**src/logic/recovery_pkg.sv**
```systemverilog
// ************************************************
// Shared sizes of the rapid recovery block
// Register file write bundle and PC transfer types
// ************************************************

package recovery_pkg;

  // Architectural register count, one word each
  localparam int unsigned NumRegs = 32;

  // Register address width
  localparam int unsigned RFAddrWidth = 5;

  // Registers restored per write port
  // Port a covers the lower half, port b the upper half
  localparam int unsigned HalfRegs = NumRegs / 2;

  // Restore counter width, covers 0 to HalfRegs-1
  localparam int unsigned HalfAddrWidth = 4;

  // Register and PC width
  localparam int unsigned DataWidth = 32;

  // Two-port register file write
  // Each enable is a single-cycle strobe
  typedef struct packed {
    logic                   we_a;
    logic [RFAddrWidth-1:0] waddr_a;
    logic [DataWidth-1:0]   wdata_a;
    logic                   we_b;
    logic [RFAddrWidth-1:0] waddr_b;
    logic [DataWidth-1:0]   wdata_b;
  } regfile_write_t;

  // PC transfer
  // Used for the retiring PC of the core and for the recovered PC
  typedef struct packed {
    logic                 valid;
    logic [DataWidth-1:0] pc;
  } pc_update_t;

endpackage

```
**src/logic/core_regfile.sv**
```systemverilog
// ************************************************
// Core register file
// Two write ports and one combinational read port
// ************************************************

`timescale 1ns/1ps

module core_regfile import recovery_pkg::*; (
  input  logic                   clk_i,
  input  logic                   rst_ni,
  input  regfile_write_t         rf_wr_i,
  input  logic [RFAddrWidth-1:0] raddr_i,
  output logic [DataWidth-1:0]   rdata_o
);

  logic [DataWidth-1:0] regs_q [NumRegs];

  // Per-register write enables and data
  // b is checked after a, so it overrides on a shared address
  logic [NumRegs-1:0]   wr_en;
  logic [DataWidth-1:0] wr_data [NumRegs];

  always_comb begin
    for (int i = 0; i < NumRegs; i++) begin
      wr_en[i]   = 1'b0;
      wr_data[i] = '0;
      if (rf_wr_i.we_a && (rf_wr_i.waddr_a == RFAddrWidth'(i))) begin
        wr_en[i]   = 1'b1;
        wr_data[i] = rf_wr_i.wdata_a;
      end
      if (rf_wr_i.we_b && (rf_wr_i.waddr_b == RFAddrWidth'(i))) begin
        wr_en[i]   = 1'b1;
        wr_data[i] = rf_wr_i.wdata_b;
      end
    end
  end

  always_ff @(posedge clk_i, negedge rst_ni) begin
    if (!rst_ni) begin
      for (int i = 0; i < NumRegs; i++) begin
        regs_q[i] <= '0;
      end
    end else begin
      for (int i = 0; i < NumRegs; i++) begin
        if (wr_en[i]) begin
          regs_q[i] <= wr_data[i];
        end
      end
    end
  end

  // Read port, no bypass from the write ports
  assign rdata_o = regs_q[raddr_i];

endmodule

```
**config.mk**
```make
export PLATFORM = sky130hd
export DESIGN_NAME = core_regfile
export DESIGN_NICKNAME = d
export VERILOG_FILES = /design/src/logic/recovery_pkg.sv /design/src/logic/core_regfile.sv
export SDC_FILE = /design/constraint.sdc
export NUM_CORES = 2
export LEC_CHECK = 0
export ABC_AREA = 1
export BUFFER_PORTS_ARGS = -buffer_cell sky130_fd_sc_hd__clkbuf_2
export CAP_MARGIN = 20
export CORE_UTILIZATION = 45
export CTS_BUF_LIST = sky130_fd_sc_hd__clkbuf_16
export CTS_CLUSTER_SIZE = 28
export DETAILED_ROUTE_END_ITERATION = 16
export PLACE_DENSITY = 0.63
export SLEW_MARGIN = 20
export SYNTH_ARGS = -nofsm -noshare
export SYNTH_HDL_FRONTEND = slang
export SYNTH_SLANG_ARGS = --single-unit
```
**constraint.sdc**
```tcl
create_clock -name clk_i -period 2.05 [get_ports clk_i]
set_input_delay 0.205 -clock clk_i [delete_from_list [all_inputs] [get_ports clk_i]]
set_output_delay 0.205 -clock clk_i [all_outputs]
set_load 0.005 [all_outputs]
```
==> run metrics <==
Area Growth Syn to Fin 18.3%; R2R setup slack 1.19 ns; largest net degree at the start of global routing 98; vias in the first global route 55300; final setup TNS -1.88 ns; initial antenna violation count 8; Max Clock Freq 462 MHz; placed instance count 8670; DIE HEIGHT 358 microns; Mapped Cells 7339; most flop-heavy register regs_q; CP cell instances nand2_1 -> nand3_1 -> nand3_1 -> nand2_1 -> nand2_2 -> nand2_4 -> nand2_2 -> nand2_2 -> clkbuf_2; slew margin rel. 27.7%; CP Capture Type output port; fin. max-slew vios 0; leakage 0.0304 uW; Yosys reg bits 1024; reg2reg path depth 3; crit-path max cell delay 0.37 ns; Final Cycle Share 106%; Clk Latency, worst-skew pair 0.74 ns; drt total wl 245000 microns; Least-Margin Pin Slew 1.08 ns; fin worst setup slack -0.116 ns; final RePlAce weighted congestion 0.929; crit path from regs_q[929]; peak supply drop 0.000826 V; Worst Hold Class in2reg; sequential element share of the synthesized area 44.8%; core area 126000 sq um; Critical Path Most Common Cell nand2_2; max cap viols 0; drt wl/cell 27.3 microns; syn_nets 7422; CP endpoint rdata_o[1]; die area 128000 sq um; crit path time final 2.17 ns; CP Data Arrival Time 1.96 ns; die width 358 microns; unrepaired setup endpoints after global routing yes; CP max FO 2; Post-DP HPWL 145000 microns; via count of the routed design 58500; slowest stage cell on the critical path dfrtp_1; FP Rows 130; RR Endpoint regs_q[480]; Final ANT Viol Nets 0; hold_sp rf_wr_i[11]; Initial Utilization 45.5%; number of cells on the critical path 9; starting DRC count in detailed routing 8957; Final #Nets 7285; Sink Count 1024; met2 wire len 106000 microns; max reg flops 1024; layout cells sized above 1 15.5%; unique cell type count in the Yosys netlist 19; first-pass GRT wire length 363000 microns; IO Port Bufs 114; Final Hold Fails 0; Layout Cells excl Fill 8949; Buf/Inv on CP 1; failing checks negative setup slack; pwr/cell area 957 nW/um^2; vias per cell 6.54; CP Data Required Time 1.85 ns; Yosys Warn Count 0; M1 wire length 94500 microns; CTS H-tree depth 3; Mapped Avg Cell Area 7.79 sq um; clk buf depth 3; Syn Std Cell Area 57200 sq um; # DRC 0; CTS tree built; DR top layer met5; worst r2r src regs_q[480]; Clock Pin Slew Worst Setup and Hold Paths 0.06 ns; CP Launch Type flip-flop; status finished with violations; # IOs 115; Root Buffer clkbuf_16; Largest regs regs_q x1024; delay-heaviest family, CP simple AND/OR/NAND/NOR gates; DRT Pass-1 Iters 7; critical path class reg2out; Setup Viol. Count Final 32; grt total ovfl 0; Tot GR Track Use 37.6%; Num CTS Buffers 114; WL met3 32100 microns; Fin Clk Skew 0 ns
[power breakdown]
| part | leakage, uW | switching (uW) | total (uW) | internal, uW |
|---|---|---|---|---|
| clock | 0.00187 | 9030 | 20400 | 11300 |
| sequential | 0.0122 | 3240 | 29200 | 25900 |
| combinational | 0.0163 | 8520 | 15200 | 6660 |
| total | 0.0304 | 20800 | 64700 | 43900 |
[tightest hold or removal path, cell delays in order]
cell and delay (ns):
clkbuf_2 0.07, inv_1 0.03, buf_4 0.24, o221ai_1 0.22
[layout make-up]
| class | count | area [sq um] |
|---|---|---|
| Antenna cell | 1 | 2.50 |
| Clock buffer | 116 | 2900 |
| Clock inverter | 96 | 688 |
| Fill cell | 11500 | 58100 |
| Inverter | 1046 | 3950 |
| Multi-Input combinational cell | 4437 | 26000 |
| Sequential cell | 1024 | 25600 |
| Tap cell | 1650 | 2060 |
| Timing Repair Buffer | 579 | 6380 |
[cell usage after synthesis, drive strengths merged]
cell,number,area (sq um)
buf,455,2130
clkbuf,377,1420
clkinv,1,3.75
dfrtp,1024,25600
inv,1045,3920
nand2,1528,5740
nand3,1798,9000
nand3b,1,7.51
nand4,1,6.26
nor2,54,220
o211ai,32,240
o21ai,31,170
o221ai,992,8690
[layout by cell type, fill, tap and decap left out]
cell           Yosys  layout
nand3_4            0      13
clkinvlp_4         0       4
o21ai_4            0      31
inv_16             0       1
buf_2            330       4
clkinv_2           0      19
inv_8              0       2
clkbuf_16          0     116
nand2_1         1528    1321
buf_4              3     283
o221ai_1         992     992
nand4_1            1       1
buf_12             0     180
nor2_1            49      18
diode_2            0       1
nand3b_1           1       1
clkinv_1           1      32
buf_8              0       3
nor2_2             4       4
clkinv_8           0       3
dlygate4sd3_1      0       3
bufinv_16          0       9
nand3_1         1798    1677
inv_6              0       1
nor2_4             1      32
buf_6              0       4
dfrtp_1         1024    1024
nand2_2            0     180
nand3_2            0     108
inv_2              4       3
inv_1           1041    1068
nand2_4            0      27
clkbuf_2           0     102
o211ai_1          32      32
[logic make-up after synthesis]
group	after synthesis	share of synthesized area, %
compound gates	1055	15.9
flops	1024	44.8
buf+inv	1878	13.1
simple gates	3382	26.2
[repair_timing]
| item | in CTS | in global routing |
|---|---|---|
| setup endpoints to repair | 32 | 32 |
| endpoints found under the hold margin | 911 | 0 |
| hold buffers | 3 | 0 |
| pin swaps | 85 | 182 |
| setup buffers | 3 | 60 |
| resized for setup | 146 | 191 |
[metal layers]
layer  track usage [%]  vias up
met3              10.4      710
met1              50.7    28400
li1                  -    25100
met5             0.148        -
met4              18.0        2
met2              55.7     4292
[worst min-delay path by stage]
stage / endpoint / slack, ns / depth (start not counted)
6_report: regs_q[459] / 0.06 / 4
5_1_grt: regs_q[460] / 0.09 / 4
4_1_cts: regs_q[747] / 0.01 / 4
3_5_place_dp: regs_q[846] / 0.11 / 1
3_3_place_gp: regs_q[846] / 0.11 / 1
2_1_floorplan: regs_q[0] / -0.09 / 0
[through the flow]
| step | hold slack, ns | area [sq um] | setup slack (ns) | power, uW | utilization (%) |
|---|---|---|---|---|---|
| 2_1_floorplan | -0.0906 | 57200 | 0.590 | 38300 | - |
| 3_3_place_gp | 0.111 | 62300 | -0.0491 | 42500 | 49.5 |
| 3_5_place_dp | 0.110 | 62300 | -0.0371 | 43100 | 49.5 |
| 4_1_cts | 0.0106 | 66400 | -0.149 | 63500 | 52.8 |
| 5_1_grt | 0.0948 | 67600 | -0.170 | 67700 | 53.8 |
| 6_report | 0.0602 | 67600 | -0.116 | 64700 | 53.8 |
No activity file was read; power rests on OpenSTA's default activity.
