==> config.mk <==
export PLATFORM = sky130hd
export DESIGN_NAME = rf_write_arbiter
export DESIGN_NICKNAME = d
export VERILOG_FILES = /design/src/logic/recovery_pkg.sv /design/src/logic/rf_write_arbiter.sv
export SDC_FILE = /design/constraint.sdc
export NUM_CORES = 1
export LEC_CHECK = 0
export BUFFER_PORTS_ARGS = -buffer_cell sky130_fd_sc_hd__clkbuf_2
export CAP_MARGIN = 10
export CORE_AREA = 2 2 88 90
export DETAILED_ROUTE_END_ITERATION = 7
export DIE_AREA = 0 0 90 92
export SYNTH_ARGS = -nofsm -noshare
export SYNTH_HDL_FRONTEND = slang
export SYNTH_SLANG_ARGS = --single-unit
==> constraint.sdc <==
create_clock -name vclk -period 1.05
set_input_delay 0.0525 -clock vclk [all_inputs]
set_output_delay 0.0525 -clock vclk [all_outputs]
set_load 0.005 [all_outputs]
==> src/logic/recovery_pkg.sv <==
// ************************************************
// Shared sizes of the rapid recovery block
// Register file write bundle and PC transfer types
// ************************************************

package recovery_pkg;

  // Architectural register count, one word each
  localparam int unsigned NumRegs = 32;

  // Register address width
  localparam int unsigned RFAddrWidth = 5;

  // Registers restored per write port
  // Port a covers the lower half, port b the upper half
  localparam int unsigned HalfRegs = NumRegs / 2;

  // Restore counter width, covers 0 to HalfRegs-1
  localparam int unsigned HalfAddrWidth = 4;

  // Register and PC width
  localparam int unsigned DataWidth = 32;

  // Two-port register file write
  // Each enable is a single-cycle strobe
  typedef struct packed {
    logic                   we_a;
    logic [RFAddrWidth-1:0] waddr_a;
    logic [DataWidth-1:0]   wdata_a;
    logic                   we_b;
    logic [RFAddrWidth-1:0] waddr_b;
    logic [DataWidth-1:0]   wdata_b;
  } regfile_write_t;

  // PC transfer
  // Used for the retiring PC of the core and for the recovered PC
  typedef struct packed {
    logic                 valid;
    logic [DataWidth-1:0] pc;
  } pc_update_t;

endpackage

==> src/logic/rf_write_arbiter.sv <==
// ************************************************
// Write port sharing for the register file
// Recovery first, core masked while locked
// ************************************************

`timescale 1ns/1ps

module rf_write_arbiter import recovery_pkg::*; (
  input  regfile_write_t core_wr_i,
  input  regfile_write_t rec_wr_i,
  input  logic           instr_lock_i,
  output regfile_write_t rf_wr_o
);

  logic core_a_ok;
  logic core_b_ok;
  regfile_write_t sel_wr;

  // Core may only use a port that recovery leaves free
  // Nothing from the core gets through while the lock is up
  assign core_a_ok = core_wr_i.we_a & ~instr_lock_i & ~rec_wr_i.we_a;
  assign core_b_ok = core_wr_i.we_b & ~instr_lock_i & ~rec_wr_i.we_b;

  always_comb begin
    sel_wr = '0;

    // Port a
    if (rec_wr_i.we_a) begin
      sel_wr.we_a    = 1'b1;
      sel_wr.waddr_a = rec_wr_i.waddr_a;
      sel_wr.wdata_a = rec_wr_i.wdata_a;
    end else if (core_a_ok) begin
      sel_wr.we_a    = 1'b1;
      sel_wr.waddr_a = core_wr_i.waddr_a;
      sel_wr.wdata_a = core_wr_i.wdata_a;
    end

    // Port b
    if (rec_wr_i.we_b) begin
      sel_wr.we_b    = 1'b1;
      sel_wr.waddr_b = rec_wr_i.waddr_b;
      sel_wr.wdata_b = rec_wr_i.wdata_b;
    end else if (core_b_ok) begin
      sel_wr.we_b    = 1'b1;
      sel_wr.waddr_b = core_wr_i.waddr_b;
      sel_wr.wdata_b = core_wr_i.wdata_b;
    end
  end

  // Same target on both ports, b wins
  always_comb begin
    rf_wr_o = sel_wr;
    if (sel_wr.we_a && sel_wr.we_b && (sel_wr.waddr_a == sel_wr.waddr_b)) begin
      rf_wr_o.we_a = 1'b0;
    end
  end

endmodule

==> results of run 1 <==
tightest hold or removal path: stages:
cell	delay, ns
clkbuf_2	0.07
a22o_1	0.11
clkbuf_2	0.10
cell families after synthesis:
family	after synthesis
buf+inv	19
compound gates	76
simple gates	37
worst max path at each step:
stage                            start  slack, ns  cells past startpoint          end
after floorplan           instr_lock_i      0.006                      5  rf_wr_o[75]
after global routing      rec_wr_i[75]      -0.31                      7  rf_wr_o[75]
after CTS                 instr_lock_i      -0.27                      7  rf_wr_o[75]
after global placement    instr_lock_i      -0.33                      7  rf_wr_o[75]
after detailed placement  rec_wr_i[37]      -0.32                      6  rf_wr_o[75]
final                     instr_lock_i      -0.26                      6  rf_wr_o[75]
synth_stat cells, drive strengths merged:
cell      n
or2       3
a21oi     1
buf      13
o211a     1
o211ai    2
nor2      1
inv       2
nor3b     2
a31oi     1
nor3      1
nand2    14
nand4bb   7
a211oi    3
nor2b     1
a22o     64
nor4b     2
clkbuf    4
and2      3
and4bb    3
a222oi    4
layer usage:
metal,GRT usage [%],vias up
met4,0.385,0
met3,1.56,2
met5,0,-
li1,-,1039
met2,24.4,114
met1,15.9,953
repair_timing:
action / in CTS / in global routing
setup endpoints to repair: 65 / 62
buffers inserted: 2 / 1
pin swaps: 4 / 10
gates cloned: 1 / 0
gates resized for setup: 11 / 15
report_power, final:
| part | switching [uW] | internal, uW |
|---|---|---|
| Sequential | 0 | 0 |
| Combinational | 395 | 608 |
| Clock | 0 | 0 |
| Total | 395 | 608 |
stage by stage:
stage / std cells / hold WS, ns / total power (uW) / setup slack, ns
finish: 471 / 0.386 / 1000 / -0.258
global route: 471 / 0.399 / 1090 / -0.308
CTS: 470 / 0.387 / 988 / -0.268
detailed placement: 467 / 0.387 / 949 / -0.324
global placement: 467 / 0.388 / 943 / -0.326
floorplan: 132 / 0.215 / 378 / 0.00589
final cells by class:
| type | instances | area (sq um) | area share, % |
|---|---|---|---|
| Timing Repair Buffer | 254 | 1430 | 56.3 |
| Multi-Input combinational cell | 113 | 975 | 38.4 |
| Tap cell | 102 | 128 | 5.02 |
| Inverter | 2 | 7.51 | 0.295 |
==> flow_metrics.tcl, run 1 <==
set metrics [dict create \
    num_rows 32 \
    drive_gt1_share_pct 70.2 \
    path_buf_inv 2 \
    setup_ws_ns -0.258 \
    critPathTopFamily "simple AND/OR/NAND/NOR gates" \
    synth_compound_area_share_pct 64.0 \
    muxShareOfSynthArea_pct 0 \
    ys_warn_count 0 \
    power_density_nw_per_um2 395 \
    antenna_found_initial 0 \
    vias_per_cell 4.48 \
    synthXorXnorAreaFrac_pct 0 \
    mostFrequentLayoutCell "clkbuf_2" \
    grt_max_degree 33 \
    overflow 0 \
    synthCells 132 \
    dieArea_sq_um 8280 \
    seq_cells 0 \
    wl_per_cell_um 12.8 \
    yosysTopAreaCellShare_pct 54.4 \
    ys_top_cells_by_area "a22o_1 54%, nand4bb_1 7.7%, nand2_1 5.1%" \
    rsz0062_at_grt "yes" \
    critical_path_class "input pin to output port" \
    synthAdderAreaFrac_pct 0 \
    top_layer_used "met4" \
    drv_slew 0 \
    wl_mm 6.04 \
    synth_nets 285 \
    fill_cells 806 \
    first_global_vias 1968 \
    hp-class "input pin to output port" \
    worstPathMaxFanout 5 \
    critPathCaptureType "output port" \
    synth-simple-area-share_pct 27.5 \
    run_status "complete, but fails checks" \
    clkbuf_count 0 \
    gp_congestion 0.778 \
    violations "setup timing" \
    syn_avg_cell_area_sq_um 7.80 \
    coreArea_sq_um 7450 \
    die_w_um 90 \
    arrival_ns 1.26 \
    min-delay-start "core_wr_i[46]" \
    tns_ns -5.48 \
    slew_headroom_pct 77.3 \
    ant_nets 0 \
    cts-hold-fix-buffers 0 \
    maxCapViolations 0 \
    finalHoldViolCount 0 \
    start_util_pct 13.8 \
    dp_hpwl_mm 5.14 \
    dr.pass1.iters 4 \
    diodes 0 \
    nets 524 \
    path_cells "clkbuf_16, nor3b_4, a222oi_1, nor4b_1, a31oi_1, buf_2" \
    num_io_pins 229 \
    port_buffers 229 \
    synth_top_family_by_area "compound AO/OA/AOI/OAI gates" \
    final_cell_mix "220 x clkbuf_2, 64 x a22o_1, 20 x buf_4" \
    period_minus_slack_ns 1.31 \
    peakVddDrop_v 0.000187 \
    met2_length_mm 3.12 \
    register_area_sq_um 0 \
    syn_area_sq_um 1030 \
    hold_depth 3 \
    final_util_pct 34.1 \
    ys_seq_area_share_pct 0 \
    netlist.top_cell.by_area "a22o_1" \
    area_delta_synth_final_pct 147 \
    final_area_sq_um 2540 \
    route.detailed.drc 0 \
    yosysUniqueCellTypes 23 \
    setup_viol 33 \
    cp_slowest_stage_delay_ns 0.38 \
    place_area_sq_um 2390 \
    fmax_mhz 764 \
    cp.required_ns 1.00 \
    startpoint_type "input pin" \
    routed-via-count 2108 \
    cp_slowest_cell "nor4b_1" \
    wl_met3_um 450 \
    fin_crit_sh_pct 125 \
    p_leak_uw 0.00152 \
    grt_pass1_wl_mm 9.18 \
    track_usage_pct 12.7 \
    fp.dieH_um 92 \
    wl_met1_mm 2.45 \
    drt-initial-drc-count 40 \
    worst_pin_slew_ns 0.336 \
    holdPathEnd "rf_wr_o[46]" \
]
No activity file was read; power rests on OpenSTA's default activity.
==> run 2, diff against run 1 <==
--- a/config.mk
+++ b/config.mk
@@ -5,11 +5,12 @@
 export SDC_FILE = /design/constraint.sdc
 export NUM_CORES = 1
 export LEC_CHECK = 0
+export ABC_AREA = 1
 export BUFFER_PORTS_ARGS = -buffer_cell sky130_fd_sc_hd__clkbuf_2
 export CAP_MARGIN = 10
-export CORE_AREA = 2 2 88 90
+export CORE_AREA = 2 2 89 91
 export DETAILED_ROUTE_END_ITERATION = 7
-export DIE_AREA = 0 0 90 92
+export DIE_AREA = 0 0 91 93
 export SYNTH_ARGS = -nofsm -noshare
 export SYNTH_HDL_FRONTEND = slang
 export SYNTH_SLANG_ARGS = --single-unit
==> flow_metrics.tcl, run 2 <==
set metrics [dict create \
    ys_top_cells_by_count "64 x a22o_1, 37 x nand2_1, 12 x buf_2, 10 x inv_1" \
    wl_per_cell_um 13.8 \
    finalHoldViolCount 0 \
    ys_seq_area_share_pct 0 \
    gp_congestion 0.827 \
    arrival_ns 1.06 \
    coreArea_sq_um 7530 \
    cp_slowest_cell "o21ai_2" \
    grt_max_degree 33 \
    critPathCaptureType "output port" \
    peakVddDrop_v 0.000159 \
    yosysMostFrequentCell "a22o_1" \
    final_util_pct 34.1 \
    ys_top_cells_by_area "a22o_1 56%, nand2_1 14%, buf_2 6.0%" \
    violations "setup timing" \
    antenna_found_initial 0 \
    diodes 0 \
    grt_pass1_wl_mm 10.1 \
    num_rows 32 \
    fp.dieH_um 93 \
    mostFrequentLayoutCell "clkbuf_2" \
    critPathTopFamily "buffers and inverters" \
    hp-class "input pin to output port" \
    dieArea_sq_um 8460 \
    path_buf_inv 4 \
    wl_mm 6.99 \
    drv_slew 0 \
    tns_ns -0.0579 \
    ys_warn_count 0 \
    routed-via-count 2210 \
    cp_slowest_stage_delay_ns 0.17 \
    drt-initial-drc-count 46 \
    start_util_pct 13.3 \
    dp_slack_ns -0.0969 \
    setup_viol 1 \
    syn_avg_cell_area_sq_um 6.28 \
    port_buffers 229 \
    period_minus_slack_ns 1.11 \
    area_delta_synth_final_pct 157 \
    hold_slack_ns 0.387 \
    rsz0062_at_grt "yes" \
    netlist.top_cell.by_area "a22o_1" \
    path_cells "buf_6, clkinv_8, buf_4, nand3_4, o21ai_2, nand2_1, nand2_1, nand2_1, nor2_1, a21oi_1, buf_2" \
    slew_headroom_pct 78.8 \
    clkbuf_count 0 \
    die_w_um 91 \
    run_status "complete, but fails checks" \
    worst_pin_slew_ns 0.318 \
    critical_path_class "input pin to output port" \
    yosysTopAreaCellShare_pct 56.1 \
    setup_ws_ns -0.0579 \
    fmax_mhz 903 \
    route.detailed.drc 0 \
    final_cell_mix "223 x clkbuf_2, 64 x a22o_1, 29 x buf_4" \
    num_io_pins 229 \
    maxCapViolations 0 \
    syn_area_sq_um 998 \
    startpoint_type "input pin" \
    ant_nets 0 \
    first_global_vias 2031 \
    nets 559 \
    synthCells 159 \
    drive_gt1_share_pct 70.8 \
    dp_hpwl_mm 5.94 \
    fin_crit_sh_pct 106 \
    worstPathMaxFanout 4 \
    cp.depth 11 \
    track_usage_pct 14.4 \
    crit_top_cell "nand2_1" \
    seq_cells 0 \
    yosysUniqueCellTypes 17 \
    hold_depth 3 \
    cp.required_ns 1.00 \
    power_density_nw_per_um2 413 \
    synth_nets 312 \
    p_leak_uw 0.00160 \
    vias_per_cell 4.37 \
    dr.pass1.iters 4 \
    overflow 0 \
    register_area_sq_um 0 \
    p_total_uw 1060 \
]
run 2: cell types whose count changed after synthesis, moves of 4 or more:
cell,delta
inv_1,+8
a222oi_1,-4
clkbuf_1,-4
nand4bb_1,-7
nand2_1,+23
o21ai_1,+5
nand3_1,+5
run 2: layer usage:
layer | global-route usage, % | vias up | routed length, um
li1 | - | 1092 | -
met2 | 25.3 | 115 | 3400
met3 | 2.58 | 2 | 567
met1 | 19.3 | 1001 | 3010
met5 | 0 | - | 0
met4 | 0.758 | 0 | 19
run 2: stage by stage:
step / cells / area [sq um]
finish: 506 / 2570
global route: 506 / 2570
global placement: 496 / 2350
CTS: 502 / 2470
floorplan: 159 / 998
detailed placement: 496 / 2350
run 2: final cells by class:
| type | instances | area [sq um] |
|---|---|---|
| Fill cell | 835 | 4960 |
| Timing Repair Buffer | 259 | 1400 |
| Multi-Input combinational cell | 132 | 975 |
| Tap cell | 102 | 128 |
| Inverter | 13 | 66.3 |
run 2: power by group:
group	internal, uW	total, uW	switching [uW]	leakage (uW)
sequential	0	0	0	0
combinational	605	1060	456	0.00160
clock	0	0	0	0
total	605	1060	456	0.00160
run 2: repair_timing:
action | 4_1_cts | 5_1_grt
buffers inserted | 6 | 4
pin swaps | 15 | 15
gates resized for setup | 22 | 24
setup endpoints to repair | 65 | 65
hold buffers | 0 | 0
run 2: cell families (layout without fill, tap and decap cells):
group | count (synthesis) | count (layout) | share of synthesized area (%)
compound gates | 76 | 76 | 62.4
simple gates | 56 | 56 | 25.2
buf+inv | 27 | 272 | 12.4
run 2: final timing paths:
kind	start	end	slack, ns
min	core_wr_i[23]	rf_wr_o[23]	0.39
max	instr_lock_i	rf_wr_o[75]	-0.06
==> run 3, diff against run 2 <==
--- a/config.mk
+++ b/config.mk
@@ -11,6 +11,7 @@
 export CORE_AREA = 2 2 89 91
 export DETAILED_ROUTE_END_ITERATION = 7
 export DIE_AREA = 0 0 91 93
+export PLACE_DENSITY = 0.61
 export SYNTH_ARGS = -nofsm -noshare
 export SYNTH_HDL_FRONTEND = slang
 export SYNTH_SLANG_ARGS = --single-unit
==> flow_metrics.tcl, run 3 (synthesized netlist as in run 2, its figures left out) <==
set metrics [dict create \
    run_status "complete, but fails checks" \
    violations "setup timing" \
    tns_ns -0.0270 \
    critPathTopFamily "buffers and inverters" \
    routed-via-count 2183 \
    dr.pass1.iters 4 \
    cp_slowest_cell "buf_8" \
    hold_slack_ns 0.385 \
    cp.required_ns 1.00 \
    busiest_layer "met2" \
    fp.dieH_um 93 \
    rsz0062_at_grt "yes" \
    p_leak_uw 0.00159 \
    setup_viol 2 \
    grt_use_met2_pct 23.2 \
    mostFrequentLayoutCell "clkbuf_2" \
    clkbuf_count 0 \
    use_met3_pct 1.93 \
    antenna_found_initial 0 \
    track_usage_pct 13.8 \
    start_util_pct 13.3 \
    grt_max_degree 33 \
    startpoint_type "input pin" \
    maxCapViolations 0 \
    final_cell_mix "219 x clkbuf_2, 64 x a22o_1, 28 x nand2_1" \
    ant_nets 0 \
    critical_path_class "input pin to output port" \
    worstPathMaxFanout 32 \
    cts-hold-fix-buffers 0 \
    drive_gt1_share_pct 69.8 \
    wl_per_cell_um 14.0 \
    hp-class "input pin to output port" \
    fin_cells 502 \
    grt_pass1_wl_mm 9.64 \
    drt-initial-drc-count 44 \
    dp_slack_ns -0.123 \
    register_area_sq_um 0 \
    num_io_pins 229 \
    peakVddDrop_v 0.000174 \
    arrival_ns 1.01 \
    coreArea_sq_um 7530 \
    port_buffers 229 \
    cp_slowest_stage_delay_ns 0.23 \
    endpoint "rf_wr_o[9]" \
    diodes 0 \
    fill_cells 832 \
    path_cells "buf_8, clkinv_8, nand2_4, nor2_4, buf_8, a22o_1, clkbuf_2" \
    route.detailed.drc 0 \
    seq_cells 0 \
    dp_cells 494 \
    finalHoldViolCount 0 \
    p_total_uw 1060 \
    period_minus_slack_ns 1.07 \
    drv_slew 0 \
    fmax_mhz 937 \
    startpoint "instr_lock_i" \
    vias_per_cell 4.35 \
    first_global_vias 1934 \
    critPathCaptureType "output port" \
    overflow 0 \
    dieArea_sq_um 8460 \
    use_met1_pct 18.2 \
    power_density_nw_per_um2 410 \
    slew_headroom_pct 78.8 \
    cp.depth 7 \
    area_delta_synth_final_pct 159 \
    dp_hpwl_mm 5.91 \
    worst_pin_slew_ns 0.318 \
    crit_top_cell "buf_8" \
    num_rows 32 \
    gp_congestion 0.797 \
    setup_ws_ns -0.0169 \
    nets 555 \
    wl_mm 7.04 \
    die_w_um 91 \
    fin_crit_sh_pct 102 \
    path_buf_inv 4 \
]
## run 3: worst min path at each step
stage                       start          end  slack [ns]  depth (start not counted)
finish              core_wr_i[59]  rf_wr_o[59]        0.39                          3
global route        core_wr_i[25]  rf_wr_o[25]        0.41                          3
CTS                 core_wr_i[69]  rf_wr_o[69]        0.39                          3
detailed placement  core_wr_i[69]  rf_wr_o[69]        0.39                          3
global placement    core_wr_i[11]  rf_wr_o[11]        0.39                          3
floorplan           core_wr_i[74]  rf_wr_o[74]        0.21                          2
## run 3: power by group
part	leakage, uW	switching, uW	internal, uW
registers	0	0	0
clock network	0	0	0
logic	0.00159	458	605
total	0.00159	458	605
## run 3: through the flow
stage,utilization [%],cell area (sq um)
2_1_floorplan,-,998
3_3_place_gp,31.0,2330
3_5_place_dp,31.0,2330
4_1_cts,31.3,2360
5_1_grt,34.4,2590
6_report,34.4,2590
## run 3: repair_timing
action                                 in CTS  in global routing
setup endpoints to repair                  65                 65
resized for setup                           7                 50
buffers inserted                            0                  6
cloned                                      0                  2
pin swaps                                   1                 20
endpoints found under the hold margin       0                  0
## run 3: final cells by class
type | count | area (sq um) | share of cell area, %
inverter | 13 | 66.3 | 2.56
tap | 102 | 128 | 4.93
timing repair buffer | 255 | 1430 | 55.0
multi-input combinational | 132 | 971 | 37.5
## run 3: metal layers
layer	part of all wire [%]	routed length [um]	vias up
li1	-	-	1088
met1	42	2980	972
met2	46	3250	111
met3	7.9	556	12
met4	3.5	248	0
met5	0	0	-
