**src/logic/recovery_pkg.sv**
```systemverilog
// ************************************************
// Shared sizes of the rapid recovery block
// Register file write bundle and PC transfer types
// ************************************************

package recovery_pkg;

  // Architectural register count, one word each
  localparam int unsigned NumRegs = 32;

  // Register address width
  localparam int unsigned RFAddrWidth = 5;

  // Registers restored per write port
  // Port a covers the lower half, port b the upper half
  localparam int unsigned HalfRegs = NumRegs / 2;

  // Restore counter width, covers 0 to HalfRegs-1
  localparam int unsigned HalfAddrWidth = 4;

  // Register and PC width
  localparam int unsigned DataWidth = 32;

  // Two-port register file write
  // Each enable is a single-cycle strobe
  typedef struct packed {
    logic                   we_a;
    logic [RFAddrWidth-1:0] waddr_a;
    logic [DataWidth-1:0]   wdata_a;
    logic                   we_b;
    logic [RFAddrWidth-1:0] waddr_b;
    logic [DataWidth-1:0]   wdata_b;
  } regfile_write_t;

  // PC transfer
  // Used for the retiring PC of the core and for the recovered PC
  typedef struct packed {
    logic                 valid;
    logic [DataWidth-1:0] pc;
  } pc_update_t;

endpackage

```
**src/logic/rapid_recovery_ctrl.sv**
```systemverilog
// ************************************************
// Recovery sequencer FSM
// Setback, lock, debug halt, restore and resume
// Drives the restore write addresses of both ports
// ************************************************

`timescale 1ns/1ps

module rapid_recovery_ctrl import recovery_pkg::*; (
  input  logic           clk_i,
  input  logic           rst_ni,
  input  logic           start_recovery_i,
  input  logic           debug_halt_i,
  output logic           recovery_finished_o,
  // Core control
  output logic           setback_o,
  output logic           instr_lock_o,
  output logic           debug_req_o,
  output logic           debug_resume_o,
  // Backup control
  output logic           backup_enable_o,
  output regfile_write_t rec_wr_o,
  output logic           recover_pc_o
);

  typedef enum logic [1:0] {
    IDLE,
    RESET,
    HALT,
    RESTORE
  } rec_state_e;

  rec_state_e state_d, state_q;

  logic instr_lock_d, instr_lock_q;
  logic backup_en_d, backup_en_q;
  logic setback_d, setback_q;
  logic restore_en;
  logic addr_done;
  logic [HalfAddrWidth-1:0] addr_cnt;

  // One counter serves both write ports
  rf_address_generator u_addr_gen (
    .clk_i    (clk_i),
    .rst_ni   (rst_ni),
    .enable_i (restore_en),
    .addr_o   (addr_cnt),
    .done_o   (addr_done)
  );

  // Port a restores the lower half
  assign rec_wr_o.we_a    = restore_en;
  assign rec_wr_o.waddr_a = RFAddrWidth'(addr_cnt);
  assign rec_wr_o.wdata_a = '0;
  // Port b restores the upper half
  assign rec_wr_o.we_b    = restore_en;
  assign rec_wr_o.waddr_b = RFAddrWidth'(addr_cnt) + RFAddrWidth'(HalfRegs);
  assign rec_wr_o.wdata_b = '0;

  always_comb begin
    state_d             = state_q;
    instr_lock_d        = instr_lock_q;
    backup_en_d         = backup_en_q;
    setback_d           = 1'b0;
    debug_req_o         = 1'b0;
    debug_resume_o      = 1'b0;
    recovery_finished_o = 1'b0;
    recover_pc_o        = 1'b0;
    restore_en          = 1'b0;

    case (state_q)
      IDLE: begin
        // Error strobe only counts here
        if (start_recovery_i) begin
          // Freeze the backup before the faulty state lands in it
          backup_en_d = 1'b0;
          state_d     = RESET;
        end
      end

      RESET: begin
        // Setback pulse and instruction lock after this edge
        setback_d    = 1'b1;
        instr_lock_d = 1'b1;
        state_d      = HALT;
      end

      HALT: begin
        // Hold the request until the core reports halted
        debug_req_o = 1'b1;
        if (debug_halt_i) begin
          state_d = RESTORE;
        end
      end

      RESTORE: begin
        // PC and both register halves every cycle
        recover_pc_o = 1'b1;
        restore_en   = 1'b1;
        if (addr_done) begin
          // Last restore cycle, release the core
          instr_lock_d        = 1'b0;
          backup_en_d         = 1'b1;
          debug_resume_o      = 1'b1;
          recovery_finished_o = 1'b1;
          state_d             = IDLE;
        end
      end

      default: begin
        state_d = IDLE;
      end
    endcase
  end

  always_ff @(posedge clk_i, negedge rst_ni) begin
    if (!rst_ni) begin
      state_q      <= IDLE;
      instr_lock_q <= 1'b0;
      // Backup runs from reset on
      backup_en_q  <= 1'b1;
      setback_q    <= 1'b0;
    end else begin
      state_q      <= state_d;
      instr_lock_q <= instr_lock_d;
      backup_en_q  <= backup_en_d;
      setback_q    <= setback_d;
    end
  end

  assign setback_o       = setback_q;
  assign instr_lock_o    = instr_lock_q;
  assign backup_enable_o = backup_en_q;

endmodule

```
**src/logic/rf_address_generator.sv**
```systemverilog
// ************************************************
// Restore address counter
// Steps through one half of the register file
// ************************************************

`timescale 1ns/1ps

module rf_address_generator import recovery_pkg::*; (
  input  logic                     clk_i,
  input  logic                     rst_ni,
  input  logic                     enable_i,
  output logic [HalfAddrWidth-1:0] addr_o,
  output logic                     done_o
);

  localparam logic [HalfAddrWidth-1:0] LastAddr = HalfAddrWidth'(HalfRegs - 1);

  logic [HalfAddrWidth-1:0] cnt_d, cnt_q;
  logic                     at_last;

  // Last restore address of the half
  assign at_last = (cnt_q == LastAddr);

  always_comb begin
    cnt_d = cnt_q;
    if (enable_i) begin
      // Wrap so the next recovery starts at zero again
      if (at_last) begin
        cnt_d = '0;
      end else begin
        cnt_d = cnt_q + 1'b1;
      end
    end
  end

  always_ff @(posedge clk_i, negedge rst_ni) begin
    if (!rst_ni) begin
      cnt_q <= '0;
    end else begin
      cnt_q <= cnt_d;
    end
  end

  assign addr_o = cnt_q;
  // Flags the final step, only while stepping
  assign done_o = enable_i & at_last;

endmodule

```
**config.mk**
```make
export PLATFORM = sky130hd
export DESIGN_NAME = rapid_recovery_ctrl
export DESIGN_NICKNAME = d
export VERILOG_FILES = /design/src/logic/recovery_pkg.sv /design/src/logic/rapid_recovery_ctrl.sv /design/src/logic/rf_address_generator.sv
export SDC_FILE = /design/constraint.sdc
export NUM_CORES = 1
export LEC_CHECK = 0
export ABC_AREA = 1
export BUFFER_PORTS_ARGS = -buffer_cell sky130_fd_sc_hd__buf_4
export CAP_MARGIN = 20
export CORE_ASPECT_RATIO = 1.2
export CORE_MARGIN = 3
export CORE_UTILIZATION = 35
export DETAILED_ROUTE_END_ITERATION = 7
export GPL_ROUTABILITY_DRIVEN = 0
export HOLD_SLACK_MARGIN = 0.05
export PLACE_DENSITY = 0.75
export SYNTH_ARGS = -nofsm -noshare
export SYNTH_HDL_FRONTEND = slang
export SYNTH_SLANG_ARGS = --single-unit
export TNS_END_PERCENT = 50
```
**constraint.sdc**
```tcl
create_clock -name clk_i -period 1.32 [get_ports clk_i]
set_clock_uncertainty 0.2 [all_clocks]
set_input_delay 0.198 -clock clk_i [delete_from_list [all_inputs] [get_ports clk_i]]
set_output_delay 0.198 -clock clk_i [all_outputs]
set_load 0.005 [all_outputs]
```
==> flow_summary.json, run 1 <==
{
  "status": "complete, but fails checks",
  "violations": "setup timing",
  "synth_top_cells_by_area": "buf_4, dfrtp_1, ha_1",
  "dieWidth_um": 56.9,
  "cts_made_buffers": 3,
  "critPathMaxStageDelay_ns": 0.44,
  "synthDominantCellAreaShare": 0.503,
  "synth.largest_area_cell": "buf_4",
  "dp.final_hpwl_um": 1430,
  "vias": 700,
  "post_drt_via_cell_ratio": 3.47,
  "drc": 0,
  "timing.fmax_mhz": 633,
  "multi_input_area_um2": 612,
  "cp.arrival_ns": 1.18,
  "cpMostUsedCell": "buf_4",
  "timing.final.crit_share": 1.20,
  "stdcell_area_mm2": 0.00126,
  "worstSkewPairLatency_ns": 0.26,
  "n_antenna_cell": 0,
  "crit_path_start_kind": "register",
  "io_pins": 87,
  "hold-path-endpoint": "backup_enable_o$_DFFE_PN1P_",
  "grt_pass1_vias": 588,
  "power.density_mw_per_mm2": 1900,
  "min_from": "start_recovery_i",
  "fin_crit_ns": 1.58,
  "drt-initial-drc-count": 15,
  "synth_xor_area_frac": 0.00805,
  "setup_viol": 20,
  "fin_ws_ns": -0.259,
  "synth_compound_area_frac": 0.00920,
  "area_growth_pct": 15.9,
  "rsz0062_at_grt": "yes",
  "slowest_stage": "dfrtp_2",
  "synth_top_family_by_area": "buffers and inverters",
  "critPathTopFamily": "flip-flops",
  "yosys.area_share.simple": 0.145,
  "port-buffer-count": 20,
  "rrSetupSlack_ns": -0.16,
  "endpoint_kind": "primary output",
  "synth-seq-cells": 9,
  "die_h_um": 67.1,
  "drive_above_1_share": 0.399,
  "hold_violations": 0,
  "cts_root_buffer": "clkbuf_4",
  "final_nets": 179,
  "antenna_found_initial": 0,
  "clock_sinks": 9,
  "grt_max_degree": 10,
  "r2r_cells": 6,
  "r2r-end": "u_addr_gen.addr_o[2]$_DFFE_PN0P_",
  "syn_avg_cell_area_um2": 8.00,
  "grt_pass1_wl_um": 2640,
  "total_power_w": 0.00240,
  "wl_per_cell_um": 9.23,
  "core_area_mm2": 0.00289,
  "fillers": 290,
  "maxSlewViolCount": 0,
  "seqCellArea_um2": 230,
  "grt_overflow": 0,
  "yosysSeqAreaShare": 0.208,
  "initial_core_util": 0.377,
  "drtPass1Iterations": 2,
  "muxShareOfSynthArea": 0.00920,
  "synth_cell_types": 21,
  "cts.path.max_buffers": 2,
  "rows": 21,
  "hold_path.class": "in2reg",
  "ys.warnings.count": 0,
  "p_leak_nw": 0.698,
  "synthAdderAreaFrac": 0.0690,
  "crit_chain": "ha_4 -> buf_4 -> buf_4",
  "crit_buf_inv": 2,
  "routed_wl_um": 1870,
  "ir_drop_mv": 0.939,
  "cts_tree": "yes",
  "syn_inst": 136,
  "clk_pin_slew_ns": 0.07,
  "ant_nets": 0,
  "syn_area_mm2": 0.00109,
  "cp_max_fo": 4,
  "worstPathRequired_ns": 0.92,
  "dpl-instance-area_mm2": 0.00105,
  "min_path_cells": 6,
  "r2r_start": "state_q[0]$_DFFE_PN0P_",
  "die_area_mm2": 0.00382,
  "drv_cap": 0,
  "cts-htree-levels": 1,
  "track_usage": 0.0926,
  "critPathKind": "reg2out"
}
-- sequential cells by signal, indices dropped and copies added, names as in the netlist --
name	count
u_addr_gen.addr_o	4
backup_enable_o	1
state_q	2
setback_o	1
instr_lock_o	1
-- worst min-delay path, stage by stage --
cell     delay [ns]
buf_4          0.08
nor2_1         0.04
nor2_1         0.07
nand2_1        0.06
nand2_1        0.05
nand2_1        0.04
-- what timing repair did --
item,in CTS,in global routing
hold buffers,1,0
setup endpoints to repair,19,21
endpoints found under the hold margin,9,0
gates resized for setup,22,10
pin swaps,11,2
buffers inserted,5,1
-- through the flow --
stage / hold slack (ns) / util / TNS [ns] / cells / setup slack, ns
after detailed placement: -0.171 / 0.365 / -0.652 / 191 / -0.109
after global routing: 0.128 / 0.436 / -3.53 / 202 / -0.303
after global placement: -0.172 / 0.365 / -0.469 / 191 / -0.0690
final: 0.0864 / 0.436 / -2.60 / 202 / -0.259
after floorplan: -0.298 / - / -0.176 / 200 / -0.124
after CTS: 0.0855 / 0.418 / -2.52 / 201 / -0.291
-- logic make-up after synthesis --
| logic type | Yosys count |
|---|---|
| AO/OA/AOI/OAI | 2 |
| adder cells (fa/ha/maj) | 6 |
| multiplexers | 1 |
| XOR/XNOR | 1 |
| flip-flops | 9 |
| AND/OR/NAND/NOR | 32 |
| buffers and inverters | 83 |
| other | 2 |
-- how the worst max path moves through the flow --
stage | startpoint | endpoint | depth (start not counted)
floorplan | state_q[1]$_DFFE_PN0P_ | recovery_finished_o | 5
finish | state_q[0]$_DFFE_PN0P_ | rec_wr_o[37] | 3
CTS | state_q[0]$_DFFE_PN0P_ | recovery_finished_o | 4
global route | state_q[0]$_DFFE_PN0P_ | debug_resume_o | 4
global placement | state_q[1]$_DFFE_PN0P_ | recovery_finished_o | 4
detailed placement | state_q[0]$_DFFE_PN0P_ | state_q[0]$_DFFE_PN0P_ | 5
-- area by class of cell --
class / count / area share
clock buffers: 4 / 0.0208
inverters: 9 / 0.0317
multi-input cells: 108 / 0.485
flip-flops and latches: 9 / 0.183
well taps: 34 / 0.0337
repair buffers: 38 / 0.246
-- placed cells by master, fill, tap and decap left out, drive strengths merged, types with 4 or more instances in the layout --
cell,instances
conb,66
buf,37
nand2,21
inv,8
dfrtp,8
ha,6
nor2,6
clkbuf,4
nand3,4
-- synthesized netlist by cell type --
| cell | n |
|---|---|
| nand3_2 | 2 |
| or2_2 | 1 |
| mux2i_1 | 1 |
| nor2_4 | 1 |
| dfstp_2 | 1 |
| a21oi_1 | 1 |
| buf_4 | 73 |
| nand2_2 | 2 |
| ha_1 | 6 |
| dfrtp_1 | 8 |
| buf_6 | 1 |
| nor2_1 | 5 |
| inv_1 | 7 |
| o21ai_1 | 1 |
| clkinv_1 | 1 |
| conb_1 | 2 |
| nand3_1 | 2 |
| nand2_1 | 18 |
| xor2_1 | 1 |
| nand2_4 | 1 |
| inv_2 | 1 |
-- layer usage --
layer | GRT usage | part of all wire | up-vias | wire length, µm
li1 | - | - | 335 | -
met1 | 0.0919 | 0.31 | 307 | 573
met2 | 0.176 | 0.56 | 54 | 1040
met3 | 0.00775 | 0.11 | 4 | 210
met4 | 0.0696 | 0.023 | 0 | 42
met5 | 0 | 0 | - | 0
-- power by group --
group	internal (W)	switching (W)	total, W	leakage [nW]
Combinational	0.000921	0.000733	0.00165	0.581
Sequential	0.000400	0.000132	0.000532	0.102
Clock	0.000116	0.0000936	0.000210	0.0150
(Power assumes the default switching activity.)
==> inputs of run 2 (changes only) <==
--- a/config.mk
+++ b/config.mk
@@ -10,11 +10,11 @@
 export CAP_MARGIN = 20
 export CORE_ASPECT_RATIO = 1.2
 export CORE_MARGIN = 3
-export CORE_UTILIZATION = 35
+export CORE_UTILIZATION = 39
 export DETAILED_ROUTE_END_ITERATION = 7
 export GPL_ROUTABILITY_DRIVEN = 0
 export HOLD_SLACK_MARGIN = 0.05
-export PLACE_DENSITY = 0.75
+export PLACE_DENSITY = 0.79
 export SYNTH_ARGS = -nofsm -noshare
 export SYNTH_HDL_FRONTEND = slang
 export SYNTH_SLANG_ARGS = --single-unit
==> constraint.sdc (replaced) <==
create_clock -name clk_i -period 1.5 [get_ports clk_i]
set_clock_uncertainty 0.2 [all_clocks]
set_input_delay 0.225 -clock clk_i [delete_from_list [all_inputs] [get_ports clk_i]]
set_output_delay 0.225 -clock clk_i [all_outputs]
set_load 0.005 [all_outputs]
==> flow_summary.json, run 2 (synthesized netlist as in run 1, its figures left out) <==
{
  "post_drt_via_cell_ratio": 3.35,
  "fin_ws_ns": -0.134,
  "cts-htree-levels": 1,
  "rows": 20,
  "dieWidth_um": 54.2,
  "met2_usage": 0.129,
  "rsz0062_at_grt": "yes",
  "cp_max_fo": 10,
  "core_area_mm2": 0.00260,
  "cpMostUsedCell": "buf_4",
  "wl_per_cell_um": 8.15,
  "status": "complete, but fails checks",
  "timing.hold.ws_ns": 0.0846,
  "crit_path_start_kind": "register",
  "grt_overflow": 0,
  "largest_reg_flops": 4,
  "fin_crit_ns": 1.63,
  "setup_viol": 6,
  "drive_above_1_share": 0.285,
  "port-buffer-count": 20,
  "ant_nets": 0,
  "ir_drop_mv": 0.609,
  "dp.final_hpwl_um": 1340,
  "clock_sinks": 9,
  "fillers": 274,
  "grt_util_met1": 0.0866,
  "crit_chain": "ha_2 -> buf_4 -> buf_4",
  "worstSkewPairLatency_ns": 0.25,
  "maxSlewViolCount": 0,
  "routed_wl_um": 1560,
  "die_h_um": 63.9,
  "final_cell_mix": "conb_1, buf_4, nand2_1, dfrtp_1, inv_1",
  "hold_violations": 0,
  "p_leak_nw": 0.635,
  "mostFrequentLayoutCell": "conb_1",
  "antenna_found_initial": 0,
  "io_pins": 87,
  "clk_pin_slew_ns": 0.06,
  "area_growth_pct": -0.804,
  "cts_made_buffers": 3,
  "violations": "setup timing",
  "die_area_mm2": 0.00346,
  "final_nets": 169,
  "initial_core_util": 0.418,
  "timing.final.crit_share": 1.09,
  "cts_root_buffer": "clkbuf_4",
  "grt_max_degree": 11,
  "final_cells": 191,
  "critPathKind": "reg2out",
  "drtPass1Iterations": 4,
  "endpoint_kind": "primary output",
  "grt_pass1_wl_um": 2010,
  "vias": 639,
  "track_usage": 0.0818,
  "n_antenna_cell": 0,
  "dpl-instance-area_um2": 993,
  "worstPathRequired_ns": 1.07,
  "critPathMaxStageDelay_ns": 0.41,
  "pre_cts_slack_ns": 0.0500,
  "timing.fmax_mhz": 612,
  "grt_pass1_vias": 446,
  "grtUsageMet3": 0.0163,
  "drc": 0,
  "drv_cap": 0,
  "placed_cells": 183,
  "stdcell_area_mm2": 0.00108,
  "drt-initial-drc-count": 3,
  "cts.path.max_buffers": 2,
  "slowest_stage": "dfrtp_1",
  "grt_most_used_layer": "met2",
  "hold_path.class": "in2reg",
  "power.density_mw_per_mm2": 1460,
  "cp.arrival_ns": 1.21,
  "cts_tree": "yes"
}
[run 2: path summary, 6_finish.rpt]
path	slack [ns]	from	end	cells after the start
hold reg to reg	0.26	backup_enable_o$_DFFE_PN1P_	backup_enable_o$_DFFE_PN1P_	2
setup reg to reg	0.04	state_q[1]$_DFFE_PN0P_	state_q[1]$_DFFE_PN0P_	8
min in group asynchronous	0.13	rst_ni	u_addr_gen.addr_o[3]$_DFFE_PN0P_	2
max in group asynchronous	0.75	rst_ni	backup_enable_o$_DFFE_PN1P_	2
setup / recovery	-0.13	state_q[0]$_DFFE_PN0P_	recover_pc_o	3
hold / removal	0.08	start_recovery_i	backup_enable_o$_DFFE_PN1P_	5
[run 2: power by group]
part           switching, W  total [W]  internal (W)
Combinational      0.000486   0.000972      0.000487
Clock             0.0000762   0.000178      0.000102
Sequential        0.0000830   0.000427      0.000344
Total              0.000645    0.00158      0.000933
[run 2: per-stage QoR]
step                setup TNS (ns)   util  power [W]
detailed placement               0  0.382    0.00135
global route                 -1.34  0.415    0.00175
floorplan                        0      -    0.00116
CTS                         -0.697  0.403    0.00157
finish                      -0.674  0.415    0.00158
global placement                 0  0.382    0.00131
[run 2: what timing repair did]
item,CTS,global route
resized for setup,2,6
setup buffers,2,1
hold buffers,1,0
endpoints found under the setup margin,6,10
endpoints found under the hold margin,9,0
pin swaps,2,2
[run 2: worst max-delay path, delay by kind of cell, from the launching register on]
| kind | cells | cell delay (ns) |
|---|---|---|
| adders and majority gates | 1 | 0.23 |
| buffers and inverters | 2 | 0.32 |
| DFF | 1 | 0.41 |
[run 2: routing by layer]
layer	part of all wire	up-vias
met1	0.31	270
li1	-	315
met4	0.013	0
met5	0	-
met2	0.53	52
met3	0.14	2
[run 2: cell type report]
class | count | area, µm² | area share
multi-input cells | 108 | 532 | 0.492
clock buffers | 4 | 26.3 | 0.0243
inverters | 9 | 33.8 | 0.0313
repair buffers | 28 | 220 | 0.204
well taps | 33 | 41.3 | 0.0382
flip-flops and latches | 9 | 226 | 0.210
